### src/hw/ulpi_pkg.sv
package ulpi_pkg;

   //////////////////////////////////////////////////
   // bus types
   //////////////////////////////////////////////////

   typedef logic [7:0] ulpi_byte_t;

   // line state as reported in rx_cmd[1:0]
   typedef enum logic [1:0] {
      ls_se0 = 2'b00,
      ls_j   = 2'b01,
      ls_k   = 2'b10,
      ls_se1 = 2'b11
   } line_state_t;

   // rx_cmd byte, msb first
   typedef struct packed {
      logic        alt_int;
      logic        id_gnd;
      logic [1:0]  rx_event;
      logic [1:0]  vbus_state;
      line_state_t line_state;
   } rx_cmd_t;

   // tx_cmd byte, register form
   typedef struct packed {
      logic [1:0] code;
      logic [5:0] addr;
   } tx_reg_view_t;

   // tx_cmd byte, transmit form
   typedef struct packed {
      logic [1:0] code;
      logic [1:0] rsvd;
      logic [3:0] pid;
   } tx_xmit_view_t;

   // same byte, decoded by command code
   typedef union packed {
      tx_reg_view_t  reg_view;
      tx_xmit_view_t xmit_view;
   } tx_cmd_u;

   // one request to the tx_cmd engine
   typedef struct packed {
      tx_cmd_u    cmd;
      ulpi_byte_t wr_data;
      logic       wr;
   } tx_req_t;

   typedef enum logic [3:0] {
      rst_wait,
      rst_write,
      rst_wait_dir,
      rst_rx,
      otg_write,
      idle,
      rx,
      tx,
      pkt_start,
      pkt_data
   } link_state_e;

   //////////////////////////////////////////////////
   // constants
   //////////////////////////////////////////////////

   localparam logic [1:0] CMD_XMIT  = 2'b01;
   localparam logic [1:0] CMD_REGWR = 2'b10;

   localparam logic [5:0] REG_FUNC_CTRL = 6'h04;
   localparam logic [5:0] REG_OTG_CTRL  = 6'h0A;

   // suspendm off, phy reset, normal opmode, term on, full speed
   localparam ulpi_byte_t FUNC_CTRL_RESET_VAL = 8'h65;

   localparam logic [1:0] VBUS_VALID = 2'b11;

   // short limits, all in clk_suspend cycles
   localparam int DEBOUNCE_CYCLES    = 64;
   localparam int DIR_TIMEOUT_CYCLES = 32;
   localparam int SE0_RESET_CYCLES   = 100;
   localparam int TIMER_W            = 8;

endpackage

### src/hw/ulpi_link_fsm.sv
module ulpi_link_fsm import ulpi_pkg::*; (
   input  logic       clk_suspend,
   input  logic       reset_2,
   input  logic       opt_disable_all,
   input  logic       opt_ignore_vbus,
   input  logic       phy_dir,
   input  logic       phy_nxt,
   input  rx_cmd_t    rx_cmd,
   input  logic       tx_done,
   input  logic       pkt_in_latch,
   input  ulpi_byte_t pkt_in_byte,
   input  logic       pkt_in_stp,
   output logic       tx_start,
   output tx_req_t    tx_req,
   output logic       rx_expect,
   output logic       pkt_d_sel,
   output logic       pkt_in_cts,
   output logic       se0_reset
);

   link_state_e        state;
   // shared by debounce, dir timeout and se0 timing
   logic [TIMER_W-1:0] timer;
   logic               dir_q;
   logic               dir_rise;
   logic               vbus_valid;
   logic               vbus_valid_q;
   logic               vbus_lost;
   logic               line_se0;
   // latch seen while busy, served from idle
   logic               latch_defer;

   function automatic tx_req_t reg_write_req(input logic [5:0] addr, input ulpi_byte_t data);
      tx_req_t req;
      req.cmd.reg_view.code = CMD_REGWR;
      req.cmd.reg_view.addr = addr;
      req.wr_data           = data;
      req.wr                = 1'b1;
      return req;
   endfunction

   function automatic tx_req_t xmit_req(input logic [3:0] pid);
      tx_req_t req;
      req.cmd.xmit_view.code = CMD_XMIT;
      req.cmd.xmit_view.rsvd = 2'b00;
      req.cmd.xmit_view.pid  = pid;
      req.wr_data            = '0;
      req.wr                 = 1'b0;
      return req;
   endfunction

   assign dir_rise   = phy_dir & ~dir_q;
   assign vbus_valid = (rx_cmd.vbus_state == VBUS_VALID);
   // valid to invalid only
   assign vbus_lost  = vbus_valid_q & ~vbus_valid & ~opt_ignore_vbus;
   assign line_se0   = (rx_cmd.line_state == ls_se0);

   //////////////////////////////////////////////////
   // main fsm
   //////////////////////////////////////////////////

   always_ff @(posedge clk_suspend) begin
      if (!reset_2) begin
         state        <= rst_wait;
         timer        <= '0;
         dir_q        <= 1'b0;
         vbus_valid_q <= 1'b0;
         tx_start     <= 1'b0;
         pkt_d_sel    <= 1'b0;
         se0_reset    <= 1'b0;
         latch_defer  <= 1'b0;
      end else begin
         dir_q        <= phy_dir;
         vbus_valid_q <= vbus_valid;
         tx_start     <= 1'b0;
         se0_reset    <= 1'b0;
         if (pkt_in_latch && state != pkt_start && state != tx && state != pkt_data) begin
            latch_defer <= 1'b1;
         end
         case (state)
            // debounce, then phy reset write
            rst_wait: begin
               if (timer != TIMER_W'(DEBOUNCE_CYCLES)) begin
                  timer <= timer + 1'b1;
               end else if (!phy_dir) begin
                  tx_start <= 1'b1;
                  state    <= rst_write;
               end
            end
            rst_write: begin
               if (tx_done) begin
                  timer <= '0;
                  state <= rst_wait_dir;
               end
            end
            // phy should take the bus, else start over
            rst_wait_dir: begin
               timer <= timer + 1'b1;
               if (phy_dir) begin
                  state <= rst_rx;
               end else if (timer == TIMER_W'(DIR_TIMEOUT_CYCLES - 1)) begin
                  timer <= '0;
                  state <= rst_wait;
               end
            end
            // first rx_cmd, otg write once dir drops
            rst_rx: begin
               if (!phy_dir) begin
                  tx_start <= 1'b1;
                  state    <= otg_write;
               end
            end
            otg_write: begin
               if (tx_done) begin
                  timer <= '0;
                  state <= idle;
               end
            end
            idle: begin
               if (dir_rise) begin
                  // packet traffic breaks an se0 run
                  if (phy_nxt) begin
                     timer <= '0;
                  end
                  state <= rx;
               end else if (pkt_in_latch || latch_defer) begin
                  latch_defer <= 1'b0;
                  state       <= pkt_start;
               end else if (!line_se0) begin
                  timer <= '0;
               end else if (timer != TIMER_W'(SE0_RESET_CYCLES)) begin
                  timer     <= timer + 1'b1;
                  // single pulse, timer parks at the limit
                  se0_reset <= (timer == TIMER_W'(SE0_RESET_CYCLES - 1));
               end
            end
            rx: begin
               if (!phy_dir) begin
                  state <= idle;
               end
            end
            // first byte is the pid
            pkt_start: begin
               tx_start <= 1'b1;
               state    <= tx;
            end
            tx: begin
               if (tx_done) begin
                  pkt_d_sel <= 1'b1;
                  state     <= pkt_data;
               end
            end
            pkt_data: begin
               if (pkt_in_stp) begin
                  pkt_d_sel <= 1'b0;
                  timer     <= '0;
                  state     <= idle;
               end
            end
            default: state <= rst_wait;
         endcase
         // cable pulled or link disabled
         if (opt_disable_all || vbus_lost) begin
            state     <= rst_wait;
            timer     <= '0;
            tx_start  <= 1'b0;
            pkt_d_sel <= 1'b0;
         end
      end
   end

   // request payload, loaded alongside tx_start
   always_ff @(posedge clk_suspend) begin
      if (state == rst_wait) begin
         tx_req <= reg_write_req(REG_FUNC_CTRL, FUNC_CTRL_RESET_VAL);
      end else if (state == rst_rx) begin
         tx_req <= reg_write_req(REG_OTG_CTRL, 8'h00);
      end else if (state == pkt_start) begin
         tx_req <= xmit_req(pkt_in_byte[3:0]);
      end
   end

   assign rx_expect  = (state == rx) || (state == rst_rx);
   assign pkt_in_cts = (state == idle) & ~phy_dir & ~latch_defer;

endmodule

### src/hw/ulpi_link_top.sv
module ulpi_link_top import ulpi_pkg::*; (
   // clocking and options
   input  logic        clk_suspend,
   input  logic        reset_2,
   input  logic        opt_disable_all,
   input  logic        opt_ignore_vbus,
   // status
   output logic        stat_connected,
   output logic        se0_reset,
   output line_state_t dbg_linestate,
   // ulpi phy
   input  ulpi_byte_t  phy_d_in,
   output ulpi_byte_t  phy_d_out_mux,
   output logic        phy_d_oe,
   input  logic        phy_dir,
   output logic        phy_stp,
   input  logic        phy_nxt,
   // packet layer
   output logic        pkt_out_act,
   output ulpi_byte_t  pkt_out_byte,
   output logic        pkt_out_latch,
   output logic        pkt_in_cts,
   output logic        pkt_in_nxt,
   input  ulpi_byte_t  pkt_in_byte,
   input  logic        pkt_in_latch,
   input  logic        pkt_in_stp
);

   // fsm <-> engine
   tx_req_t tx_req;
   logic    tx_start;
   logic    tx_done;
   logic    pkt_d_sel;

   // decoder <-> fsm
   rx_cmd_t rx_cmd;
   logic    rx_expect;

   //////////////////////////////////////////////////
   // receive side
   //////////////////////////////////////////////////

   ulpi_rx_cmd_decoder rx_dec_i (
      .clk_suspend    (clk_suspend),
      .reset_2        (reset_2),
      .phy_dir        (phy_dir),
      .phy_nxt        (phy_nxt),
      .phy_d_in       (phy_d_in),
      .rx_expect      (rx_expect),
      .rx_cmd         (rx_cmd),
      .stat_connected (stat_connected),
      .dbg_linestate  (dbg_linestate),
      .pkt_out_act    (pkt_out_act),
      .pkt_out_byte   (pkt_out_byte),
      .pkt_out_latch  (pkt_out_latch)
   );

   //////////////////////////////////////////////////
   // transmit side
   //////////////////////////////////////////////////

   ulpi_tx_cmd_engine tx_eng_i (
      .clk_suspend   (clk_suspend),
      .reset_2       (reset_2),
      .tx_start      (tx_start),
      .tx_req        (tx_req),
      .phy_dir       (phy_dir),
      .phy_nxt       (phy_nxt),
      .pkt_d_sel     (pkt_d_sel),
      .pkt_in_byte   (pkt_in_byte),
      .pkt_in_stp    (pkt_in_stp),
      .tx_done       (tx_done),
      .phy_d_out_mux (phy_d_out_mux),
      .phy_d_oe      (phy_d_oe),
      .phy_stp       (phy_stp),
      .pkt_in_nxt    (pkt_in_nxt)
   );

   // main controller
   ulpi_link_fsm fsm_i (
      .clk_suspend     (clk_suspend),
      .reset_2         (reset_2),
      .opt_disable_all (opt_disable_all),
      .opt_ignore_vbus (opt_ignore_vbus),
      .phy_dir         (phy_dir),
      .phy_nxt         (phy_nxt),
      .rx_cmd          (rx_cmd),
      .tx_done         (tx_done),
      .pkt_in_latch    (pkt_in_latch),
      .pkt_in_byte     (pkt_in_byte),
      .pkt_in_stp      (pkt_in_stp),
      .tx_start        (tx_start),
      .tx_req          (tx_req),
      .rx_expect       (rx_expect),
      .pkt_d_sel       (pkt_d_sel),
      .pkt_in_cts      (pkt_in_cts),
      .se0_reset       (se0_reset)
   );

endmodule

### src/hw/ulpi_rx_cmd_decoder.sv
module ulpi_rx_cmd_decoder import ulpi_pkg::*; (
   input  logic        clk_suspend,
   input  logic        reset_2,
   input  logic        phy_dir,
   input  logic        phy_nxt,
   input  ulpi_byte_t  phy_d_in,
   input  logic        rx_expect,
   output rx_cmd_t     rx_cmd,
   output logic        stat_connected,
   output line_state_t dbg_linestate,
   output logic        pkt_out_act,
   output ulpi_byte_t  pkt_out_byte,
   output logic        pkt_out_latch
);

   logic dir_q;
   // dir and nxt rose together, so a packet is coming
   // before its rx_cmd says rx_active
   logic recv_pkt;

   always_ff @(posedge clk_suspend) begin
      if (!reset_2) begin
         dir_q          <= 1'b0;
         recv_pkt       <= 1'b0;
         rx_cmd         <= '0;
         stat_connected <= 1'b0;
         dbg_linestate  <= ls_se0;
      end else begin
         dir_q <= phy_dir;
         // note packet start on the turnaround cycle
         if (phy_dir && !dir_q) begin
            recv_pkt <= phy_nxt;
         end else if (!phy_dir) begin
            recv_pkt <= 1'b0;
         end
         // nxt low with dir high means an rx_cmd byte
         if (rx_expect && phy_dir && !phy_nxt) begin
            rx_cmd <= rx_cmd_t'(phy_d_in);
         end
         // status follows the captured byte by one cycle
         stat_connected <= (rx_cmd.vbus_state == VBUS_VALID);
         dbg_linestate  <= rx_cmd.line_state;
      end
   end

   // receive pass-through, rx_event[0] is rx_active
   assign pkt_out_act   = (rx_cmd.rx_event[0] | recv_pkt) & phy_dir & rx_expect;
   assign pkt_out_latch = pkt_out_act & phy_nxt;
   // zero when no byte is offered
   assign pkt_out_byte  = pkt_out_latch ? phy_d_in : '0;

endmodule

### src/hw/ulpi_tx_cmd_engine.sv
module ulpi_tx_cmd_engine import ulpi_pkg::*; (
   input  logic       clk_suspend,
   input  logic       reset_2,
   input  logic       tx_start,
   input  tx_req_t    tx_req,
   input  logic       phy_dir,
   input  logic       phy_nxt,
   input  logic       pkt_d_sel,
   input  ulpi_byte_t pkt_in_byte,
   input  logic       pkt_in_stp,
   output logic       tx_done,
   output ulpi_byte_t phy_d_out_mux,
   output logic       phy_d_oe,
   output logic       phy_stp,
   output logic       pkt_in_nxt
);

   // turnaround, dir one cycle late
   logic       dir_q;
   // command byte on the bus, waiting for nxt
   logic       cmd_busy;
   // write data byte cycle, then the stp cycle
   logic       data_q;
   logic       stp_q;
   logic       cmd_ack;
   // request payload
   logic       is_wr;
   ulpi_byte_t wr_data;
   ulpi_byte_t d_out;

   // phy takes the command only while the link owns the bus
   assign cmd_ack = cmd_busy & phy_nxt & ~phy_dir;

   //////////////////////////////////////////////////
   // sequencer
   //////////////////////////////////////////////////

   always_ff @(posedge clk_suspend) begin
      if (!reset_2) begin
         dir_q    <= 1'b1;
         cmd_busy <= 1'b0;
         data_q   <= 1'b0;
         stp_q    <= 1'b0;
         d_out    <= '0;
      end else begin
         dir_q  <= phy_dir;
         data_q <= cmd_ack & is_wr;
         stp_q  <= data_q;
         if (tx_start) begin
            cmd_busy <= 1'b1;
            d_out    <= ulpi_byte_t'(tx_req.cmd);
         end else if (cmd_ack) begin
            cmd_busy <= 1'b0;
            // register write: data next, transmit: bus idles at zero
            d_out    <= is_wr ? wr_data : '0;
         end else if (data_q) begin
            // stp cycle carries zero data
            d_out <= '0;
         end
      end
   end

   always_ff @(posedge clk_suspend) begin
      if (tx_start) begin
         is_wr   <= tx_req.wr;
         wr_data <= tx_req.wr_data;
      end
   end

   // transmit is done at nxt, register write at stp
   assign tx_done = (cmd_ack & ~is_wr) | stp_q;

   //////////////////////////////////////////////////
   // bus outputs
   //////////////////////////////////////////////////

   assign phy_d_oe      = ~dir_q;
   // packet layer owns data once the pid is taken
   assign phy_d_out_mux = pkt_d_sel ? pkt_in_byte : d_out;
   assign phy_stp       = stp_q | (pkt_d_sel & pkt_in_stp);
   assign pkt_in_nxt    = pkt_d_sel & phy_nxt;

endmodule
### config.mk
export PLATFORM = sky130hd
export DESIGN_NAME = ulpi_link_top
export DESIGN_NICKNAME = d
export VERILOG_FILES = /design/src/hw/ulpi_pkg.sv /design/src/hw/ulpi_link_fsm.sv /design/src/hw/ulpi_link_top.sv /design/src/hw/ulpi_rx_cmd_decoder.sv /design/src/hw/ulpi_tx_cmd_engine.sv
export SDC_FILE = /design/constraint.sdc
export NUM_CORES = 1
export LEC_CHECK = 0
export ABC_AREA = 1
export BUFFER_PORTS_ARGS = -buffer_cell sky130_fd_sc_hd__buf_2
export CORE_UTILIZATION = 23
export CTS_CLUSTER_SIZE = 25
export DETAILED_ROUTE_END_ITERATION = 10
export PLACE_DENSITY = 0.47
export SYNTH_ARGS = -nofsm -noshare
export SYNTH_HDL_FRONTEND = slang
export SYNTH_SLANG_ARGS = --single-unit
### constraint.sdc
create_clock -name clk_suspend -period 2.4 [get_ports clk_suspend]
set_input_delay 0.48 -clock clk_suspend [delete_from_list [all_inputs] [get_ports clk_suspend]]
set_output_delay 0.48 -clock clk_suspend [all_outputs]
set_load 0.01 [all_outputs]
* Word-level counts from Yosys, hierarchy flattened *
Index checks and enable logic that the tools add are counted.

operators by class
  add/sub/neg operators = 1
  multipliers = 0
  div/mod/pow operators = 0
  $lt $le $gt $ge = 0
  equal/unequal tests = 33
  shift-type cells = 0
  multiplexer cells = 46
  bitwise logic cells = 28
  reductions and logical operators = 25

operators by type and width
  operator                                             number
  two-way mux 8 bit                                    15
  two-way mux 4 bit                                    12
  case mux 4 bit (10 select lines)                     1
  case mux 8 bit (5 select lines)                      1
  two-way mux 13 bit                                   2
  equality test 4 x 3 -> 1 bit, second input constant  4
  != test 8 x 7 -> 1 bit, second input constant        2
  AND 1 bit                                            14
  two-way mux 1 bit                                    12
  != test 2 x 1 -> 1 bit, second input constant        6
  inverter 1 bit                                       11
  != test 2 bit, second input constant                 5
  AND reduction 10 bit                                 1
  adder 8 x 1 -> 8 bit, second input constant          1
  equality test 4 x 2 -> 1 bit, second input constant  2
  equality test 4 bit, second input constant           2
  equality test 8 x 5 -> 1 bit, second input constant  1
  equality test 8 x 7 -> 1 bit, second input constant  1
  != test 4 x 3 -> 1 bit, second input constant        2
  != test 4 bit, second input constant                 2
  two-way mux 7 bit                                    1
  AND reduction 7 bit                                  1
  logical AND 1 bit                                    6
  != test 3 x 2 -> 1 bit, second input constant        2
  other kinds (17)                                     26

word-level totals
  bits in registers = 54
  latch bits = 0
  RAM bits = 0
  bits in read-only memories = 0
  input bits = 24
  output and inout bits = 26
  word-level logic and storage cells = 157
  memories kept = 0

* Longest topological paths before layout *
  depth in word-level cells = 8
  mapped depth = 12
  depth with buffers taken out = 12

* By module *
Synthesis repeated with hierarchy kept, for this count alone.

second synthesis, totals
  cell total of the unflattened synthesis = 494
  area, all modules = 3266.9 µm²

modules (own cells, without submodules)
  module               times used  cells an instance  area an instance (µm²)  seq. area each (µm²)
  ulpi_link_fsm        1           271                1684.1                  500.5
  ulpi_tx_cmd_engine   1           134                1014.7                  510.5
  ulpi_rx_cmd_decoder  1           89                 568.0                   260.2

* Least setup slack after synthesis *
No wires, ideal clock.

  path type = reg-to-output
  start = register fsm_i.state[1]
  end = output pkt_out_byte[0]
  data arrival time = 1.387 ns
  required time = 1.920 ns
  slack = 0.533 ns
  cell stages (with the launch flop) = 9
  buffers on the path = 0
  path through = dfxtp_1 -> nand2_1 -> clkinv_1 -> nand2_2 -> o21ai_2 -> nand2_2 -> nor2_2 -> nand2_1 -> nor2_1

on the way
  word-level cells in the longest chain between the ends = 5
  elaborated cells on any way between the ends = 6
  classes of those cells = eq/ne: 2; mux: 1; bitwise: 2; reduce/logical: 1

RTL lines
  element                                                                              RTL line                   RTL
  from (decl)                                                                          ulpi_link_fsm.sv:21        link_state_e state;
  from (signal assigned)                                                               ulpi_link_fsm.sv:64        state <= rst_wait;
  from (signal assigned)                                                               ulpi_link_fsm.sv:87        state <= rst_write;
  from (signal assigned)                                                               ulpi_link_fsm.sv:93        state <= rst_wait_dir;
  equality test 4 x 3 -> 1 bit / equality test 4 x 2 -> 1 bit (equally long branches)  ulpi_link_fsm.sv:183       assign rx_expect = (state == rx) || (state == rst_rx);
  logical OR 1 bit (*)                                                                 ulpi_link_fsm.sv:183
  AND 1 bit (*)                                                                        ulpi_rx_cmd_decoder.sv:47  assign pkt_out_act = (rx_cmd.rx_event[0] | recv_pkt) & phy_dir & rx_expect;
  net pkt_out_act                                                                      ulpi_link_top.sv:19        output logic pkt_out_act,
  AND 1 bit (*)                                                                        ulpi_rx_cmd_decoder.sv:48  assign pkt_out_latch = pkt_out_act & phy_nxt;
  two-way mux 8 bit (*)                                                                ulpi_rx_cmd_decoder.sv:50  assign pkt_out_byte = pkt_out_latch ? phy_d_in : '0;
  to (decl)                                                                            ulpi_link_top.sv:20        output ulpi_byte_t pkt_out_byte,

Mark *: on every way through the listed nets, which the timed path passes. The rest lies on a longest branch.

* Worst setup path in the final report *
  start = register fsm_i.state[1]
  end = output pkt_out_byte[2]

on the way
  word-level cells in the longest chain between the ends = 5
  elaborated cells on any way between the ends = 6
  classes of those cells = eq/ne: 2; mux: 1; bitwise: 2; reduce/logical: 1

RTL lines
  element                                                                              RTL line
  equality test 4 x 3 -> 1 bit / equality test 4 x 2 -> 1 bit (equally long branches)  ulpi_link_fsm.sv:183
  logical OR 1 bit (*)                                                                 ulpi_link_fsm.sv:183
  AND 1 bit (*)                                                                        ulpi_rx_cmd_decoder.sv:47
  AND 1 bit (*)                                                                        ulpi_rx_cmd_decoder.sv:48
  two-way mux 8 bit (*)                                                                ulpi_rx_cmd_decoder.sv:50

Mark *: on every way between the ends. The rest lies on a longest branch, timed or not.

==> impl_results.html <==
<table>
<tr><th>Metric</th><th>Value</th></tr>
<tr><th colspan="2">GRT</th></tr>
<tr><td>Met1 usage</td><td>16.9%</td></tr>
<tr><td>Routing layer with the top usage in global route</td><td>met2</td></tr>
<tr><td>Global-route wire length before repair</td><td>about 11000 µm</td></tr>
<tr><td>Pin count of the biggest net entering global routing</td><td>17</td></tr>
<tr><td>Met2 track demand over resource in global routing</td><td>approximately 21%</td></tr>
<tr><td>Via count of the first global-routing pass</td><td>between 2000 and 2500</td></tr>
<tr><td>Tot GR Track Use</td><td>between 10% and 20%</td></tr>
<tr><td>Overflow left after global routing</td><td>0</td></tr>
<tr><td>Antenna violations before repair</td><td>0</td></tr>
<tr><td>Met3 track demand over resource</td><td>under 10%</td></tr>
<tr><th colspan="2">Placed design</th></tr>
<tr><td>Placed Instance Area</td><td>around 0.0029 mm²</td></tr>
<tr><td>Final RePlAce weighted congestion</td><td>0.852</td></tr>
<tr><td>Number of port buffers</td><td>49</td></tr>
<tr><td>Inst Count DP</td><td>570</td></tr>
<tr><td>DP Wirelength</td><td>between 5000 and 6000 µm</td></tr>
<tr><th colspan="2">Power</th></tr>
<tr><td>Peak supply drop</td><td>0.000222 V</td></tr>
<tr><td>Post-layout power</td><td>roughly 0.0014 W</td></tr>
<tr><td>Part of the total power dissipated in the clock network</td><td>37.3%</td></tr>
<tr><td>Total leakage power</td><td>roughly 1.6 nW</td></tr>
<tr><td>Part of the total power dissipated in sequential elements</td><td>57.4%</td></tr>
<tr><td>Ratio of total power to cell area</td><td>roughly 450 mW/mm²</td></tr>
<tr><td>Int Pwr</td><td>between 0.001 and 0.0015 W</td></tr>
<tr><td>NetSw</td><td>between 0.0003 and 0.0004 W</td></tr>
<tr><td>Combinational fraction of design power</td><td>approximately 5.4%</td></tr>
<tr><td>Proportion of total power due to net switching</td><td>about a quarter</td></tr>
<tr><th colspan="2">Routing</th></tr>
<tr><td>Number of antenna-violating nets in the routed design</td><td>0</td></tr>
<tr><td>Number of vias in the routed layout</td><td>around 2500</td></tr>
<tr><td>Detail-routed net length per standard cell</td><td>roughly 12 µm</td></tr>
<tr><td>Total length of routed wires</td><td>around 7000 µm</td></tr>
<tr><td>Number of iterations in the first detailed-routing pass</td><td>6</td></tr>
<tr><td>Vias per Instance</td><td>around 4.4</td></tr>
<tr><td>Number of remaining DRC errors</td><td>0</td></tr>
<tr><td>Violation count after the first detailed-route iteration</td><td>about 150</td></tr>
<tr><th colspan="2">Critical path</th></tr>
<tr><td>Highest net fanout along the worst path</td><td>9</td></tr>
<tr><td>Data arrival time at the worst-slack endpoint</td><td>about 1700 ps</td></tr>
<tr><td>Setup slack on the worst flop-to-flop path</td><td>between 500 and 600 ps</td></tr>
<tr><td>Required arrival time at the worst endpoint</td><td>between 1500 and 2000 ps</td></tr>
<tr><td>Worst Reg-to-Reg Cells</td><td>10</td></tr>
<tr><td>Crit path launch type</td><td>flip-flop</td></tr>
<tr><td>Type of the worst setup path</td><td>reg2out</td></tr>
<tr><td>End of the worst register-to-register path</td><td>fsm_i.timer[4]</td></tr>
<tr><td>Kind of end point of the critical path</td><td>output port</td></tr>
<tr><td>Critical R2R Launch</td><td>fsm_i.state[0]</td></tr>
<tr><th colspan="2">Finish</th></tr>
<tr><td>Final net count</td><td>about 470</td></tr>
<tr><td>Antenna diode count</td><td>0</td></tr>
<tr><td>Layout Cell Area excl Fill</td><td>approximately 0.003 mm²</td></tr>
<tr><td>Count of non-filler cells in the finished layout</td><td>between 500 and 600</td></tr>
<tr><td>Area delta synth-&gt;final</td><td>20.2%</td></tr>
<tr><td>Number of inserted filler cells in the final layout</td><td>1193</td></tr>
<tr><td>Layout cells sized above 1</td><td>~22%</td></tr>
<tr><th colspan="2">Worst hold path</th></tr>
<tr><td>Path class of the lowest-slack min-delay path</td><td>in2reg</td></tr>
<tr><td>Worst hold start</td><td>pkt_in_byte[2]</td></tr>
<tr><td>Hold Path Cell Cnt</td><td>3</td></tr>
<tr><td>Hold EP</td><td>fsm_i.tx_req[11]</td></tr>
<tr><th colspan="2">Synth</th></tr>
<tr><td>Portion of the post-synthesis area used by sequential elements</td><td>a little under two fifths</td></tr>
<tr><td>Mapped Nets</td><td>approximately 410</td></tr>
<tr><td>Flops &amp; latches, synth</td><td>between 40 and 50</td></tr>
<tr><td>Most common cell in the synthesized netlist</td><td>nand2_1</td></tr>
<tr><td>Number of distinct library cells after synthesis</td><td>32</td></tr>
<tr><td>Top cells by area in the synthesized netlist</td><td>dfxtp_1 35%, nand2_1 16%, inv_1 8.0%</td></tr>
<tr><td>Warnings from Yosys</td><td>0</td></tr>
<tr><td>Cell taking the most area after synthesis</td><td>dfxtp_1</td></tr>
<tr><td>Cells after Synth</td><td>388</td></tr>
<tr><td>Commonest register cell after synthesis</td><td>dfxtp_1</td></tr>
<tr><td>Ys async rst share</td><td>0%</td></tr>
<tr><td>Leading cell types by count after synthesis</td><td>110 x nand2_1, 54 x inv_1, 46 x nor2_1</td></tr>
<tr><td>Number of flops mapped to enable cells by yosys</td><td>2</td></tr>
<tr><td>Area of the mapped netlist</td><td>approximately 0.0025 mm²</td></tr>
<tr><td>Syn_area_per_cell</td><td>approximately 6.5 µm²</td></tr>
<tr><td>Fraction of post-synthesis cell area in the top cell type by area</td><td>a little over a third</td></tr>
<tr><th colspan="2">STA</th></tr>
<tr><td>Period Utilization, post-route</td><td>between 90 and 100%</td></tr>
<tr><td>RSZ-0062 raised after global routing</td><td>false</td></tr>
<tr><td>Slew margin rel.</td><td>67.1%</td></tr>
<tr><td>Maximum achievable frequency</td><td>453 MHz</td></tr>
<tr><td>Min Tclk post-route</td><td>2210 ps</td></tr>
<tr><td>Sum Neg Setup Slack</td><td>0 ps</td></tr>
<tr><td>Actual transition at the worst max-transition pin</td><td>approximately 490 ps</td></tr>
<tr><td>Final Setup Violations</td><td>0</td></tr>
<tr><td>Final count of hold timing violations</td><td>0</td></tr>
<tr><td>Clk_skew</td><td>7.62 ps</td></tr>
<tr><td>Max-slew violation count</td><td>0</td></tr>
<tr><th colspan="2">Die</th></tr>
<tr><td>Horizontal extent of the die</td><td>~110 µm</td></tr>
<tr><td>Die area</td><td>~0.011 mm²</td></tr>
<tr><td>Number of placement rows</td><td>37</td></tr>
<tr><td>Vert. Die Dim</td><td>107 µm</td></tr>
<tr><td>Io pins</td><td>50</td></tr>
<tr><td>Core Box Area</td><td>between 0.01 and 0.015 mm²</td></tr>
<tr><td>Initial Utilization</td><td>between 20% and 30%</td></tr>
<tr><th colspan="2">Flow run</th></tr>
<tr><td>Max-cap violations</td><td>0</td></tr>
<tr><th colspan="2">CTS</th></tr>
<tr><td>TritonCTS clock tree</td><td>built</td></tr>
<tr><td>Quantity of hold-fixing buffers added after cts</td><td>0</td></tr>
<tr><td>Root cell of the clock tree</td><td>clkbuf_8</td></tr>
<tr><td>Clock input transition at the sequential cells of the worst setup and hold paths</td><td>approximately 100 ps</td></tr>
<tr><td>Clock sink count</td><td>46</td></tr>
<tr><td>Number of CTS-inserted buffers</td><td>5</td></tr>
<tr><td>H-tree level count</td><td>2</td></tr>
<tr><td>Buffers from clock root to sink, at most</td><td>2</td></tr>
<tr><td>Insertion delay to the later sink of the worst-skew pair</td><td>about 310 ps</td></tr>
<tr><th colspan="2">Outcome</th></tr>
<tr><td>Run status</td><td>finished, final reports clean</td></tr>
</table>
-- critical path, stage by stage, from the launching register on --
cell and delay (ps):
dfxtp_2 410, nand2_1 110, clkinv_1 70, nand2_2 100, o21ai_2 90, nand2_2 100, nor2_2 170, nand2_4 110
nor2_1 100, buf_2 130
-- layer usage --
| layer | share of wire, % | vias to the layer above |
|---|---|---|
| li1 | - | 1329 |
| met1 | 48 | 1129 |
| met2 | 45 | 73 |
| met3 | 4.4 | 14 |
| met4 | 2.5 | 0 |
| met5 | 0 | - |
-- power by group through the flow --
stage          Clock [W]  Combinational, W  Sequential, W
6_report        0.000505         0.0000727       0.000778
5_1_grt         0.000552         0.0000815       0.000779
4_1_cts         0.000531         0.0000734       0.000778
3_5_place_dp           0         0.0000731       0.000796
3_3_place_gp           0         0.0000731       0.000796
2_1_floorplan          0         0.0000332       0.000794
-- cell families after synthesis --
| family | after synthesis | share of synthesized area, % |
|---|---|---|
| AO/OA/AOI/OAI | 52 | 11.4 |
| XOR/XNOR | 1 | 0.347 |
| adder cells (fa/ha/maj) | 2 | 0.990 |
| buffers and inverters | 69 | 10.3 |
| flip-flops | 46 | 37.2 |
| AND/OR/NAND/NOR | 218 | 39.7 |
-- stage by stage --
step	utilization, %	setup slack (ps)	hold slack, ps
after floorplan	-	533	407
after global placement	27.9	400	425
after detailed placement	27.9	288	420
after CTS	28.8	31.1	410
after global routing	28.9	16.4	429
final	28.9	191	417
-- how the worst max path moves through the flow --
stage / from / to / cells past startpoint
6_report: fsm_i.state[1] / pkt_out_byte[2] / 9
5_1_grt: fsm_i.state[1] / pkt_out_byte[1] / 9
4_1_cts: fsm_i.state[1] / pkt_out_byte[2] / 9
3_5_place_dp: fsm_i.state[1] / pkt_out_byte[2] / 9
3_3_place_gp: fsm_i.state[1] / pkt_out_byte[3] / 9
2_1_floorplan: fsm_i.state[1] / pkt_out_byte[0] / 8
-- flip-flops by register name, summed over array words and instances, names as in the netlist, 2 cells and up --
name,flops
fsm_i.tx_req,7
fsm_i.state,4
rx_dec_i.rx_cmd,5
tx_eng_i.d_out,7
rx_dec_i.dbg_linestate,2
fsm_i.timer,8
-- placed cells by master, fill, tap and decap left out, drive strengths merged --
master	instances
buf	51
o221ai	2
inv	64
nor2	59
clkinvlp	2
o2111ai	1
ha	2
edfxtp	2
nand3	26
o21bai	1
nand4	8
xnor2	1
or2	1
nand2	117
o22ai	1
o21ai	23
clkbuf	5
nand3b	1
clkinv	1
a21oi	23
dfxtp	44
a31oi	1
nor3	6
-- cell type report --
class | count | area (µm²) | share of cell area, %
clock buffer | 5 | 68.8 | 2.27
clock inverter | 3 | 23.8 | 0.783
inverter | 64 | 240 | 7.91
multi-input combinational | 273 | 1330 | 43.9
sequential | 46 | 942 | 31.0
tap | 136 | 170 | 5.60
timing repair buffer | 51 | 260 | 8.57
-- what timing repair did --
item,4_1_cts,5_1_grt
gates resized for setup,1,2
setup buffers,0,0
endpoints found under the setup margin,8,9
Power figures use the tool's default switching activity.
